[src/rdp_pkg.sv]
////////////////////////////////////////
// shared widths, color struct, combine
// operand codes and register map
////////////////////////////////////////
`default_nettype none

package rdp_pkg;

	////////////////////////////////////////
	// widths

	localparam int DATA_W     = 32;  // wishbone data
	localparam int ADDR_W     = 4;   // wishbone word address
	localparam int CHAN_W     = 8;   // one color channel
	localparam int COORD_W    = 12;  // pixel x and span length
	localparam int FRAC_W     = 4;   // shade accumulator fraction
	localparam int CC_LATENCY = 2;   // combiner pipeline depth

	localparam int SEL_W        = 3;   // one combine select
	localparam int COMBINE_W    = 12;  // four selects packed
	localparam int SPAN_LEN_LSB = 16;  // length field in span word

	////////////////////////////////////////
	// types

	// channel order matches the register word, r on top
	typedef struct packed {
		logic [CHAN_W-1:0] r;
		logic [CHAN_W-1:0] g;
		logic [CHAN_W-1:0] b;
		logic [CHAN_W-1:0] a;
	} rgba_t;

	typedef logic [CHAN_W+FRAC_W-1:0] shade_acc_t;  // 8.4 unsigned

	typedef enum logic [SEL_W-1:0] {
		SEL_ZERO  = 3'd0,
		SEL_SHADE = 3'd1,
		SEL_PRIM  = 3'd2,
		SEL_ENV   = 3'd3,
		SEL_ONE   = 3'd4   // 5..7 read as zero
	} cc_sel_e;

	////////////////////////////////////////
	// register map, word addresses

	typedef enum logic [ADDR_W-1:0] {
		REG_PRIM    = 4'd0,
		REG_ENV     = 4'd1,
		REG_COMBINE = 4'd2,  // a 2:0, b 5:3, c 8:6, d 11:9
		REG_SHADE   = 4'd3,  // rgba start value
		REG_DSHADE  = 4'd4,  // four s3.4 steps
		REG_SPAN    = 4'd5,  // x0 11:0, length 27:16
		REG_STATUS  = 4'd6   // busy in bit 0, read only
	} reg_addr_e;

endpackage

`default_nettype wire

[src/rdp_ifs.sv]
////////////////////////////////////////
// mode and span interfaces with modports
////////////////////////////////////////
`timescale 1ns/1ps
`default_nettype none

// combine mode, static for the length of a span
interface mode_if import rdp_pkg::*; ();

	rgba_t   prim;   // primitive color
	rgba_t   env;    // environment color
	cc_sel_e sel_a;
	cc_sel_e sel_b;
	cc_sel_e sel_c;
	cc_sel_e sel_d;

	modport regs (
		output prim, env, sel_a, sel_b, sel_c, sel_d
	);

	modport combiner (
		input  prim, env, sel_a, sel_b, sel_c, sel_d
	);

endinterface

// span setup from the register block, busy back
interface span_if import rdp_pkg::*; ();

	logic               start;   // one cycle pulse
	logic [COORD_W-1:0] x0;
	logic [COORD_W-1:0] length;
	rgba_t              shade0;
	logic [DATA_W-1:0]  dshade;  // s3.4 per channel
	logic               busy;    // pixels out or combiner draining

	modport regs (
		output start, x0, length, shade0, dshade,
		input  busy
	);

	modport stepper (
		input  start, x0, length, shade0, dshade,
		output busy
	);

endinterface

`default_nettype wire

[src/rdp_cmd_regs.sv]
////////////////////////////////////////
// wishbone classic slave, attribute
// registers and span start
////////////////////////////////////////
`timescale 1ns/1ps
`default_nettype none

module rdp_cmd_regs import rdp_pkg::*; (
	input  logic              gclk,
	input  logic              arst_n,
	input  logic              wb_cyc,
	input  logic              wb_stb,
	input  logic              wb_we,
	input  logic [ADDR_W-1:0] wb_adr,
	input  logic [DATA_W-1:0] wb_wdata,
	output logic [DATA_W-1:0] wb_rdata,
	output logic              wb_ack,
	span_if.regs              span,
	mode_if.regs              mode
);

	rgba_t                prim_q;
	rgba_t                env_q;
	logic [COMBINE_W-1:0] combine_q;
	rgba_t                shade_q;
	logic [DATA_W-1:0]    dshade_q;
	logic [DATA_W-1:0]    span_q;
	logic                 start_q;

	logic                 req;
	logic                 stall;
	logic                 wr_fire;
	logic                 rd_fire;
	logic [DATA_W-1:0]    rd_mux;

	////////////////////////////////////////
	// bus handshake

	assign req     = wb_cyc & wb_stb & ~wb_ack;  // one ack per request
	assign stall   = span.busy | start_q;        // start not yet seen by stepper
	assign wr_fire = req & wb_we & ~stall;
	assign rd_fire = req & ~wb_we;               // reads never wait

	always_comb begin
		case (reg_addr_e'(wb_adr))
			REG_PRIM:    rd_mux = prim_q;
			REG_ENV:     rd_mux = env_q;
			REG_COMBINE: rd_mux = DATA_W'(combine_q);
			REG_SHADE:   rd_mux = shade_q;
			REG_DSHADE:  rd_mux = dshade_q;
			REG_SPAN:    rd_mux = span_q;
			REG_STATUS:  rd_mux = DATA_W'(span.busy);
			default:     rd_mux = '0;  // unmapped
		endcase
	end

	always_ff @(posedge gclk or negedge arst_n) begin
		if (!arst_n) begin
			wb_ack    <= 1'b0;
			wb_rdata  <= '0;
			start_q   <= 1'b0;
			prim_q    <= '0;
			env_q     <= '0;
			combine_q <= '0;
			shade_q   <= '0;
			dshade_q  <= '0;
			span_q    <= '0;
		end else begin
			wb_ack  <= wr_fire | rd_fire;
			start_q <= wr_fire && (reg_addr_e'(wb_adr) == REG_SPAN);
			if (rd_fire) begin
				wb_rdata <= rd_mux;
			end
			if (wr_fire) begin
				case (reg_addr_e'(wb_adr))
					REG_PRIM:    prim_q    <= rgba_t'(wb_wdata);
					REG_ENV:     env_q     <= rgba_t'(wb_wdata);
					REG_COMBINE: combine_q <= wb_wdata[COMBINE_W-1:0];
					REG_SHADE:   shade_q   <= rgba_t'(wb_wdata);
					REG_DSHADE:  dshade_q  <= wb_wdata;
					REG_SPAN:    span_q    <= wb_wdata;  // also kicks off the span
					default:     ;                       // status and holes
				endcase
			end
		end
	end

	////////////////////////////////////////
	// outputs to stepper and combiner

	assign span.start  = start_q;
	assign span.x0     = span_q[COORD_W-1:0];
	assign span.length = span_q[SPAN_LEN_LSB +: COORD_W];
	assign span.shade0 = shade_q;
	assign span.dshade = dshade_q;

	assign mode.prim  = prim_q;
	assign mode.env   = env_q;
	assign mode.sel_a = cc_sel_e'(combine_q[0*SEL_W +: SEL_W]);
	assign mode.sel_b = cc_sel_e'(combine_q[1*SEL_W +: SEL_W]);
	assign mode.sel_c = cc_sel_e'(combine_q[2*SEL_W +: SEL_W]);
	assign mode.sel_d = cc_sel_e'(combine_q[3*SEL_W +: SEL_W]);

endmodule

`default_nettype wire

[src/rdp_span_stepper.sv]
////////////////////////////////////////
// shade stepper, x counter, busy/drain
////////////////////////////////////////
`timescale 1ns/1ps
`default_nettype none

module rdp_span_stepper import rdp_pkg::*; (
	input  logic               gclk,
	input  logic               arst_n,
	span_if.stepper            span,
	output logic               pix_valid,
	output logic [COORD_W-1:0] pix_x,
	output rgba_t              pix_shade
);

	shade_acc_t                      acc_q [4];
	shade_acc_t                      acc_next [4];
	logic [CHAN_W+FRAC_W+1:0]        sum [4];    // two guard bits for clamp
	logic [COORD_W-1:0]              x_q;
	logic [COORD_W-1:0]              remain_q;   // pixels still to issue
	logic [$clog2(CC_LATENCY+1)-1:0] drain_q;
	logic                            busy_q;

	logic [3:0][CHAN_W-1:0]          start_ch;   // index 3 is red
	logic [3:0][CHAN_W-1:0]          step_ch;
	logic [3:0][CHAN_W-1:0]          shade_ch;

	assign start_ch = span.shade0;
	assign step_ch  = span.dshade;

	// add sign extended step, saturate to 0..4095
	always_comb begin
		for (int i = 0; i < 4; i++) begin
			sum[i] = {2'b00, acc_q[i]} + {{(FRAC_W+2){step_ch[i][CHAN_W-1]}}, step_ch[i]};
			if (sum[i][CHAN_W+FRAC_W+1]) begin
				acc_next[i] = '0;        // went negative
			end else if (sum[i][CHAN_W+FRAC_W]) begin
				acc_next[i] = '1;        // past 255.9375
			end else begin
				acc_next[i] = sum[i][CHAN_W+FRAC_W-1:0];
			end
			shade_ch[i] = acc_q[i][CHAN_W+FRAC_W-1 -: CHAN_W];  // integer part
		end
	end

	////////////////////////////////////////
	// control: pixel count then drain

	always_ff @(posedge gclk or negedge arst_n) begin
		if (!arst_n) begin
			remain_q <= '0;
			drain_q  <= '0;
			busy_q   <= 1'b0;
		end else if (span.start) begin
			remain_q <= span.length;
			drain_q  <= $bits(drain_q)'(CC_LATENCY);
			busy_q   <= 1'b1;
		end else if (remain_q != '0) begin
			remain_q <= remain_q - 1'b1;
		end else if (drain_q != '0) begin
			drain_q <= drain_q - 1'b1;
			if (drain_q == 1'b1) begin
				busy_q <= 1'b0;  // last pixel has left the combiner
			end
		end
	end

	// accumulators and x
	always_ff @(posedge gclk) begin
		if (span.start) begin
			x_q <= span.x0;
			for (int i = 0; i < 4; i++) begin
				acc_q[i] <= {start_ch[i], {FRAC_W{1'b0}}};
			end
		end else if (remain_q != '0) begin
			x_q <= x_q + 1'b1;  // wraps at 4096
			for (int i = 0; i < 4; i++) begin
				acc_q[i] <= acc_next[i];
			end
		end
	end

	assign pix_valid = (remain_q != '0);
	assign pix_x     = x_q;
	assign pix_shade = shade_ch;
	assign span.busy = busy_q;

endmodule

`default_nettype wire

[src/rdp_color_combiner.sv]
////////////////////////////////////////
// two stage color combiner (a-b)*c+d
////////////////////////////////////////
`timescale 1ns/1ps
`default_nettype none

module rdp_color_combiner import rdp_pkg::*; (
	input  logic               gclk,
	input  logic               arst_n,
	input  logic               pix_valid,
	input  logic [COORD_W-1:0] pix_x,
	input  rgba_t              pix_shade,
	mode_if.combiner           mode,
	output logic               span_color_we,
	output logic [COORD_W-1:0] span_x,
	output rgba_t              span_color
);

	// operand for a, b and d, one is 255
	function automatic logic [CHAN_W-1:0] pick_abd(
		input cc_sel_e           sel,
		input logic [CHAN_W-1:0] shade,
		input logic [CHAN_W-1:0] prim,
		input logic [CHAN_W-1:0] env
	);
		case (sel)
			SEL_SHADE: return shade;
			SEL_PRIM:  return prim;
			SEL_ENV:   return env;
			SEL_ONE:   return '1;
			default:   return '0;
		endcase
	endfunction

	// c operand, one means 256 so the gain is unity
	function automatic logic [CHAN_W:0] pick_c(
		input cc_sel_e           sel,
		input logic [CHAN_W-1:0] shade,
		input logic [CHAN_W-1:0] prim,
		input logic [CHAN_W-1:0] env
	);
		case (sel)
			SEL_SHADE: return {1'b0, shade};
			SEL_PRIM:  return {1'b0, prim};
			SEL_ENV:   return {1'b0, env};
			SEL_ONE:   return {1'b1, {CHAN_W{1'b0}}};
			default:   return '0;
		endcase
	endfunction

	logic [3:0][CHAN_W-1:0]   shade_ch;
	logic [3:0][CHAN_W-1:0]   prim_ch;
	logic [3:0][CHAN_W-1:0]   env_ch;
	logic [3:0][CHAN_W-1:0]   op_a;
	logic [3:0][CHAN_W-1:0]   op_b;
	logic [3:0][CHAN_W:0]     op_c;
	logic [3:0][CHAN_W-1:0]   op_d;
	logic [3:0][CHAN_W:0]     diff;     // signed, -255..255

	logic                     s1_valid;
	logic [COORD_W-1:0]       s1_x;
	logic [3:0][CHAN_W:0]     s1_diff;
	logic [3:0][CHAN_W:0]     s1_c;
	logic [3:0][CHAN_W-1:0]   s1_d;

	logic [3:0][2*CHAN_W+2:0] prod;     // 9b signed times 10b signed
	logic [3:0][2*CHAN_W+2:0] shifted;
	logic [3:0][CHAN_W+1:0]   sum;      // signed, -255..510
	logic [3:0][CHAN_W-1:0]   result;

	assign shade_ch = pix_shade;
	assign prim_ch  = mode.prim;
	assign env_ch   = mode.env;

	////////////////////////////////////////
	// stage 1 operand select

	always_comb begin
		for (int i = 0; i < 4; i++) begin
			op_a[i] = pick_abd(mode.sel_a, shade_ch[i], prim_ch[i], env_ch[i]);
			op_b[i] = pick_abd(mode.sel_b, shade_ch[i], prim_ch[i], env_ch[i]);
			op_c[i] = pick_c(mode.sel_c, shade_ch[i], prim_ch[i], env_ch[i]);
			op_d[i] = pick_abd(mode.sel_d, shade_ch[i], prim_ch[i], env_ch[i]);
			diff[i] = {1'b0, op_a[i]} - {1'b0, op_b[i]};
		end
	end

	////////////////////////////////////////
	// stage 2 multiply, shift, add, clamp

	always_comb begin
		for (int i = 0; i < 4; i++) begin
			prod[i]    = $signed(s1_diff[i]) * $signed({1'b0, s1_c[i]});
			shifted[i] = $signed(prod[i]) >>> CHAN_W;  // floor divide by 256
			sum[i]     = shifted[i][CHAN_W+1:0] + {2'b00, s1_d[i]};
			if (sum[i][CHAN_W+1]) begin
				result[i] = '0;
			end else if (sum[i][CHAN_W]) begin
				result[i] = '1;
			end else begin
				result[i] = sum[i][CHAN_W-1:0];
			end
		end
	end

	always_ff @(posedge gclk or negedge arst_n) begin
		if (!arst_n) begin
			s1_valid      <= 1'b0;
			span_color_we <= 1'b0;
		end else begin
			s1_valid      <= pix_valid;
			span_color_we <= s1_valid;
		end
	end

	always_ff @(posedge gclk) begin
		s1_x       <= pix_x;
		s1_diff    <= diff;
		s1_c       <= op_c;
		s1_d       <= op_d;  // d taken with a, b, c
		span_x     <= s1_x;
		span_color <= result;
	end

endmodule

`default_nettype wire

[src/rdp_ms.sv]
////////////////////////////////////////
// top level, registers to stepper to
// combiner
////////////////////////////////////////
`timescale 1ns/1ps
`default_nettype none

module rdp_ms import rdp_pkg::*; (
	input  logic               gclk,
	input  logic               arst_n,
	input  logic               wb_cyc,
	input  logic               wb_stb,
	input  logic               wb_we,
	input  logic [ADDR_W-1:0]  wb_adr,
	input  logic [DATA_W-1:0]  wb_wdata,
	output logic [DATA_W-1:0]  wb_rdata,
	output logic               wb_ack,
	output logic               span_color_we,
	output logic [COORD_W-1:0] span_x,
	output logic [CHAN_W-1:0]  span_r,
	output logic [CHAN_W-1:0]  span_g,
	output logic [CHAN_W-1:0]  span_b,
	output logic [CHAN_W-1:0]  span_a
);

	mode_if mode_bus ();
	span_if span_bus ();

	logic               pix_valid;
	logic [COORD_W-1:0] pix_x;
	rgba_t              pix_shade;
	rgba_t              span_color;

	rdp_cmd_regs u_cmd_regs (
		.gclk     (gclk),
		.arst_n   (arst_n),
		.wb_cyc   (wb_cyc),
		.wb_stb   (wb_stb),
		.wb_we    (wb_we),
		.wb_adr   (wb_adr),
		.wb_wdata (wb_wdata),
		.wb_rdata (wb_rdata),
		.wb_ack   (wb_ack),
		.span     (span_bus.regs),
		.mode     (mode_bus.regs)
	);

	rdp_span_stepper u_span_stepper (
		.gclk      (gclk),
		.arst_n    (arst_n),
		.span      (span_bus.stepper),
		.pix_valid (pix_valid),
		.pix_x     (pix_x),
		.pix_shade (pix_shade)
	);

	rdp_color_combiner u_color_combiner (
		.gclk          (gclk),
		.arst_n        (arst_n),
		.pix_valid     (pix_valid),
		.pix_x         (pix_x),
		.pix_shade     (pix_shade),
		.mode          (mode_bus.combiner),
		.span_color_we (span_color_we),
		.span_x        (span_x),
		.span_color    (span_color)
	);

	// channels out to the memory side
	assign span_r = span_color.r;
	assign span_g = span_color.g;
	assign span_b = span_color.b;
	assign span_a = span_color.a;

endmodule

`default_nettype wire

[config.mk]
export PLATFORM = sky130hd
export DESIGN_NAME = rdp_ms
export DESIGN_NICKNAME = d
export VERILOG_FILES = /design/src/rdp_pkg.sv /design/src/rdp_ifs.sv /design/src/rdp_cmd_regs.sv /design/src/rdp_span_stepper.sv /design/src/rdp_color_combiner.sv /design/src/rdp_ms.sv
export SDC_FILE = /design/constraint.sdc
export NUM_CORES = 2
export LEC_CHECK = 0
export BUFFER_PORTS_ARGS = -buffer_cell sky130_fd_sc_hd__buf_2
export CORE_MARGIN = 2
export CORE_UTILIZATION = 49
export CTS_CLUSTER_DIAMETER = 80
export DETAILED_ROUTE_END_ITERATION = 16
export PLACE_DENSITY = 0.76
export REMOVE_ABC_BUFFERS = 1
export SLEW_MARGIN = 40
export SYNTH_ARGS = -nofsm -noshare
export SYNTH_HDL_FRONTEND = slang
export SYNTH_HIERARCHICAL = 1
export SYNTH_SLANG_ARGS = --single-unit
[constraint.sdc]
create_clock -name gclk -period 16.35 [get_ports gclk]
set_input_delay 2.4525 -clock gclk [delete_from_list [all_inputs] [get_ports gclk]]
set_output_delay 2.4525 -clock gclk [all_outputs]
set_load 0.005 [all_outputs]
Yosys cells after proc, flatten, opt, wreduce, memory -nomap -nowiden

Memories as Yosys holds them, arrays and structs flattened.
Index checks and enable logic that the tools add are counted.

Flip-flop bits (word level): 395
Bits in writable memories: 48
Bits of input ports: 41
Output and inout port bits: 78
Word-level logic and storage cells: 164
Memories kept: 1

Memory list:

| memory               | depth | width | rd ports | clocked after memory_dff | write ports | line                   | RTL |
|---|---|---|---|---|---|---|---|
| u_span_stepper.acc_q | 4     | 12    | 4        | 0                        | 4           | rdp_span_stepper.sv:16 | `shade_acc_t acc_q [4];` |

$add $sub $neg: 15
$mul: 4
Eq/ne operators: 24
Multiplexer cells: 49
Bitwise operators: 14
Reduce and logical (&&, ||, !) cells: 15

Operators by type and width:

| cell                                               | count |
|---|---|
| one-hot mux 8 bit (4 select lines)                 | 12 |
| one-hot mux 32 bit (7 select lines)                | 1 |
| 2-to-1 mux 12 bit                                  | 16 |
| one-hot mux 9 bit (4 select lines)                 | 4 |
| multiplier 9 x 10 -> 18 bit                        | 4 |
| adder 13 x 8 -> 14 bit                             | 4 |
| adder 10 x 8 -> 10 bit                             | 4 |
| subtractor 8 x 8 -> 9 bit                          | 4 |
| 2-to-1 mux 8 bit                                   | 4 |
| == test 3 x 2 -> 1 bit, second input constant      | 8 |
| AND reduction 2 bit                                | 7 |
| adder 12 x 1 -> 12 bit, second input constant      | 1 |
| == test 3 x 1 -> 1 bit, second input constant      | 4 |
| == test 3 bit, second input constant               | 4 |
| == test 4 x 3 -> 1 bit, second input constant      | 3 |
| nonzero test 12 bit                                | 1 |
| subtractor 12 x 1 -> 12 bit, second input constant | 1 |
| 2-to-1 mux 1 bit                                   | 9 |
| == test 4 x 2 -> 1 bit, second input constant      | 2 |
| nonzero test 2 bit                                 | 4 |
| 2-to-1 mux 2 bit                                   | 3 |
| OR 1 bit                                           | 6 |
| AND 1 bit                                          | 5 |
| == test 4 x 1 -> 1 bit, second input constant      | 1 |
| other kinds (7)                                    | 9 |

Longest topological paths before layout

Depth in word-level cells: 5
Gate-level depth with buffers: 28
Mapped depth without buffers: 27

Modules after synthesis

Netlist, hierarchy kept.

Modules (own cells, without submodules):

| module             | instances | cells each | area each (um2) |
|---|---|---|---|
| rdp_color_combiner | 1         | 2102       | 19294.8 |
| rdp_cmd_regs       | 1         | 622        | 8884.8 |
| rdp_span_stepper   | 1         | 686        | 6117.1 |

Worst setup path before layout

Ideal clock, no wire load.

Kind: register to register
From: reg u_color_combiner/s1_c[8] (netlist name)
To: reg u_color_combiner/span_color[26] (netlist name)
Library setup time: 0.141 ns
Arrival: 6.270 ns
Data required time: 16.209 ns
Setup slack: 9.939 ns
Stages on the path, launching flop included: 25
Buffers on the path: 1
Cell sequence: dfxtp_1 > clkbuf_1 > nand2_1 > fa_1 > inv_1 > fa_1 > fa_1 > fa_1 > fa_1 > ha_1 > and2_1 > and4bb_2 > o211ai_1 > o21ai_0 > o21a_1 > nor2_1 > xnor2_1 > ha_1 > or3_1 > o21ai_0 > o31a_1 > a21oi_1 > and4b_1 > xnor2_2 > a21oi_1

==> metrics.md <==
| Metric | Value |
|---|---|
| Most used DFF post-synth | `dfrtp_1` |
| Mapped cell area | `0.03430 mm^2` |
| Largest cells by area after synthesis | `dfrtp_1, fa_1, ha_1` |
| Largest Register | `u_span_stepper/acc_q` |
| Synth cell count leaders | `ha_1, mux2_2, inv_1, nand2_1, nor2_1` |
| Die width | `268.6 um` |
| Reg2reg path depth | `23` |
| Final net count | `3963` |
| RR Startpoint | `u_color_combiner/s1_c[8]$_DFF_P_` |
| Post-synthesis sequential area ratio | `30.69%` |
| H-tree Lvls | `2` |
| DR vias | `25.73k` |
| Post-route ant nets | `0` |
| CP delay by family, top | `adder cells` |
| Gpl congestion | `0.8920` |
| Layout area overhead | `7.997%` |
| Synth cell types | `92` |
| Period minus WS final | `6.867 ns` |
| Final setup viols | `0` |
| Vias per cell | `5.859` |
| HPWL Detailed | `62740 um` |
| Hold Path Class | `register to register` |
| RSZ-0062 raised after global routing | `false` |
| WS Path Type | `register to register` |
| I/O pins | `119` |
| Drt first pass iters | `9` |
| CP Launch Type | `register` |
| Worst Hold End | `u_color_combiner/span_x[7]$_DFF_P_` |
| Top cell type by total area after synthesis | `dfrtp_1` |
| Worst min-delay path startpoint | `u_color_combiner/s1_x[7]$_DFF_P_` |
| Cts bufs inserted | `46` |
| Syn avg cell area | `10.06 um^2` |
| Post-synth ARST share | `50.68%` |
| Final Skew | `0.03407 ns` |
| Slew Viols, Final | `0` |
| Routed WL | `86270 um` |
| Worst-path clk slew | `0.06 ns` |
| Final Non-Filler Cells | `4391` |
| Max-cap violation count | `0` |
| Worst-path cell chain | `buf_4 > nand2_1 > fa_1 > inv_1 > fa_1 > fa_1 > fa_1 > fa_1 > ha_1 > and2_1 > and4bb_2 > o211ai_1 > o21ai_0 > o21a_1 > nor2_1 > xnor2_1 > ha_1 > or3_1 > o21ai_0 > a21oi_1 > xnor2_1 > xnor2_1 > a21oi_1` |
| Count leader, synth | `ha_1` |
| Period utilization | `42.00%` |
| Layout cells sized above 1 | `17.44%` |
| Synthesized instance count | `3410` |
| Initial core utilization | `49.23%` |
| Worst EP required | `16.81 ns` |
| Worst Path Arrival | `7.33 ns` |
| Reg2Reg Capture Point | `u_color_combiner/span_color[25]$_SDFF_PP0_` |
| Design Area, Final | `0.03704 mm^2` |
| Worst path slowest cell | `fa_1` |
| Die height | `268.6 um` |
| Max FFs per register | `48` |
| Area of the multi-input gates | `0.02188 mm^2` |
| First-pass GRT wire length | `140300 um` |
| CTS Sinks | `440` |
| Routed len/inst | `19.65 um` |
| Clock Root Buffer | `clkbuf_16` |
| Crit-path max FO | `36` |
| Setup TNS | `0 ns` |
| R2r setup slk | `9.48 ns` |
| Largest regs | `u_span_stepper/acc_q (48), u_color_combiner/s1_diff (36), u_color_combiner/s1_c (33)` |
| CTS tree | `done` |
| Final Hold Violating Endpoints | `0` |
| Slew HR | `42.04%` |
| Placed cell count | `4301` |
| Critical path launch point | `u_color_combiner/s1_c[8]$_DFF_P_` |
| Full die area | `0.07212 mm^2` |
| Critical Path End Type | `register` |
| Clk Latency, worst-skew pair | `0.61 ns` |
| Run status | `complete, no violations` |
| Crit-path max cell delay | `0.58 ns` |
| Worst slew pin tran | `0.8676 ns` |
| EDFF count, synth | `60` |
| Flops & latches, synth | `440` |
| F_max | `145.6 MHz` |
| Pwr Density | `164.1 mW/mm^2` |
| Initial antenna violation count | `5` |
| DRC | `0` |
| Peak VDD IR | `0.09917 mV` |
| Number of port buffers | `118` |
| Total GRT Usage | `24.25%` |
| Syn. warnings | `6` |
| Sequential cell area | `0.01053 mm^2` |
| Post-CTS setup buffers | `0` |
| Fill cell count | `6110` |
| Remaining global-route overflow | `0` |
| Most used cell along the critical path | `fa_1` |
| Post_cts resized | `0` |
| WP buf/inv | `2` |
| Core ar. | `0.06966 mm^2` |
| Row Count | `97` |
| Hold Buf Count CTS | `0` |
| Post-synth top area share | `16.27%` |
| Post-DP Area | `0.03538 mm^2` |
| Number of global-route vias before repair | `26.03k` |
| DR iter-0 viols | `2276` |
| Hold Path Depth | `0` |
| Leakage | `17.56 nW` |
| Largest net degree at the start of global routing | `104` |
| Longest Clk Path Bufs | `3` |
-- kinds of logic after synthesis --
logic type / count (synthesis) / share of synthesized area, %
AND/OR/NAND/NOR: 873 / 12.59
AO/OA/AOI/OAI: 651 / 12.79
adder cells (fa/ha/maj): 512 / 23.23
buffers and inverters: 454 / 5.819
flip-flops: 440 / 30.69
multiplexers: 334 / 11.11
XOR/XNOR: 146 / 3.772
-- worst max path at each step --
stage | to | slack, ns | depth (start not counted)
after global placement | u_color_combiner/span_color[24]$_SDFF_PP0_ | 9.62 | 23
after floorplan | u_cmd_regs/span.shade0[0]$_DFFE_PN0P_ | 9.53 | 3
after detailed placement | u_color_combiner/span_color[31]$_SDFF_PP0_ | 9.51 | 23
after CTS | u_color_combiner/span_color[25]$_SDFF_PP0_ | 9.49 | 23
after global routing | u_color_combiner/span_color[2]$_SDFF_PP0_ | 8.93 | 22
final | u_color_combiner/span_color[25]$_SDFF_PP0_ | 9.48 | 23
-- stage by stage --
stage	utilization (%)	power [mW]	setup WS, ns	hold WS [ns]
2_1_floorplan	-	4.096	9.527	0.3096
3_3_place_gp	50.72	4.843	9.625	0.3119
3_5_place_dp	50.79	4.930	9.511	0.3121
4_1_cts	53.10	6.075	9.494	0.3260
5_1_grt	53.17	6.600	8.934	0.3324
6_report	53.17	6.079	9.483	0.3265
-- routing by layer --
layer | wire, um | vias up | part of all wire (%) | global-route usage (%)
met5 | 0 | - | 0 | 0
met4 | 2496 | 0 | 2.9 | 8.123
met3 | 6294 | 191 | 7.3 | 3.361
met2 | 40390 | 1101 | 47 | 39.06
met1 | 37090 | 12640 | 43 | 33.69
li1 | - | 11800 | - | -
-- report_power, final --
part           leakage (nW)  total, mW  internal [mW]  switching, mW
sequential             4.92       1.87           1.45          0.417
clock                 0.800       1.10          0.633          0.464
combinational          11.8       3.11           1.45           1.66
total                  17.6       6.08           3.53           2.54
-- placed cells by master, fill, tap and decap left out, types with 51 or more instances in the layout --
cell type / instances
nor2_1: 241
fa_1: 208
edfxtp_1: 60
dfrtp_1: 222
dfxtp_1: 157
o21ai_0: 184
mux2_2: 300
inv_1: 252
nand2_1: 249
buf_2: 117
xnor2_1: 92
clkbuf_16: 51
ha_1: 304
and2_1: 171
a22oi_1: 133
a21oi_1: 87
-- cell type report --
type	instances	area share [%]
Tap cell	940	3.175
Multi-Input combinational cell	2516	59.06
Clock buffer	62	3.719
Sequential cell	440	28.42
Antenna cell	4	0.02702
Inverter	253	2.571
Timing Repair Buffer	153	2.395
Clock inverter	23	0.6317
-- worst register-to-register path: stages (launching register included) --
cell and delay [ns]:
dfxtp_1 0.31, buf_4 0.33, nand2_1 0.14, fa_1 0.56, inv_1 0.05, fa_1 0.48
fa_1 0.58, fa_1 0.43, fa_1 0.44, ha_1 0.32, and2_1 0.16, and4bb_2 0.24
o211ai_1 0.28, o21ai_0 0.20, o21a_1 0.21, nor2_1 0.11, xnor2_1 0.14, ha_1 0.28
or3_1 0.34, o21ai_0 0.19, a21oi_1 0.10, xnor2_1 0.16, xnor2_1 0.51, a21oi_1 0.16
(Power assumes the default switching activity.)
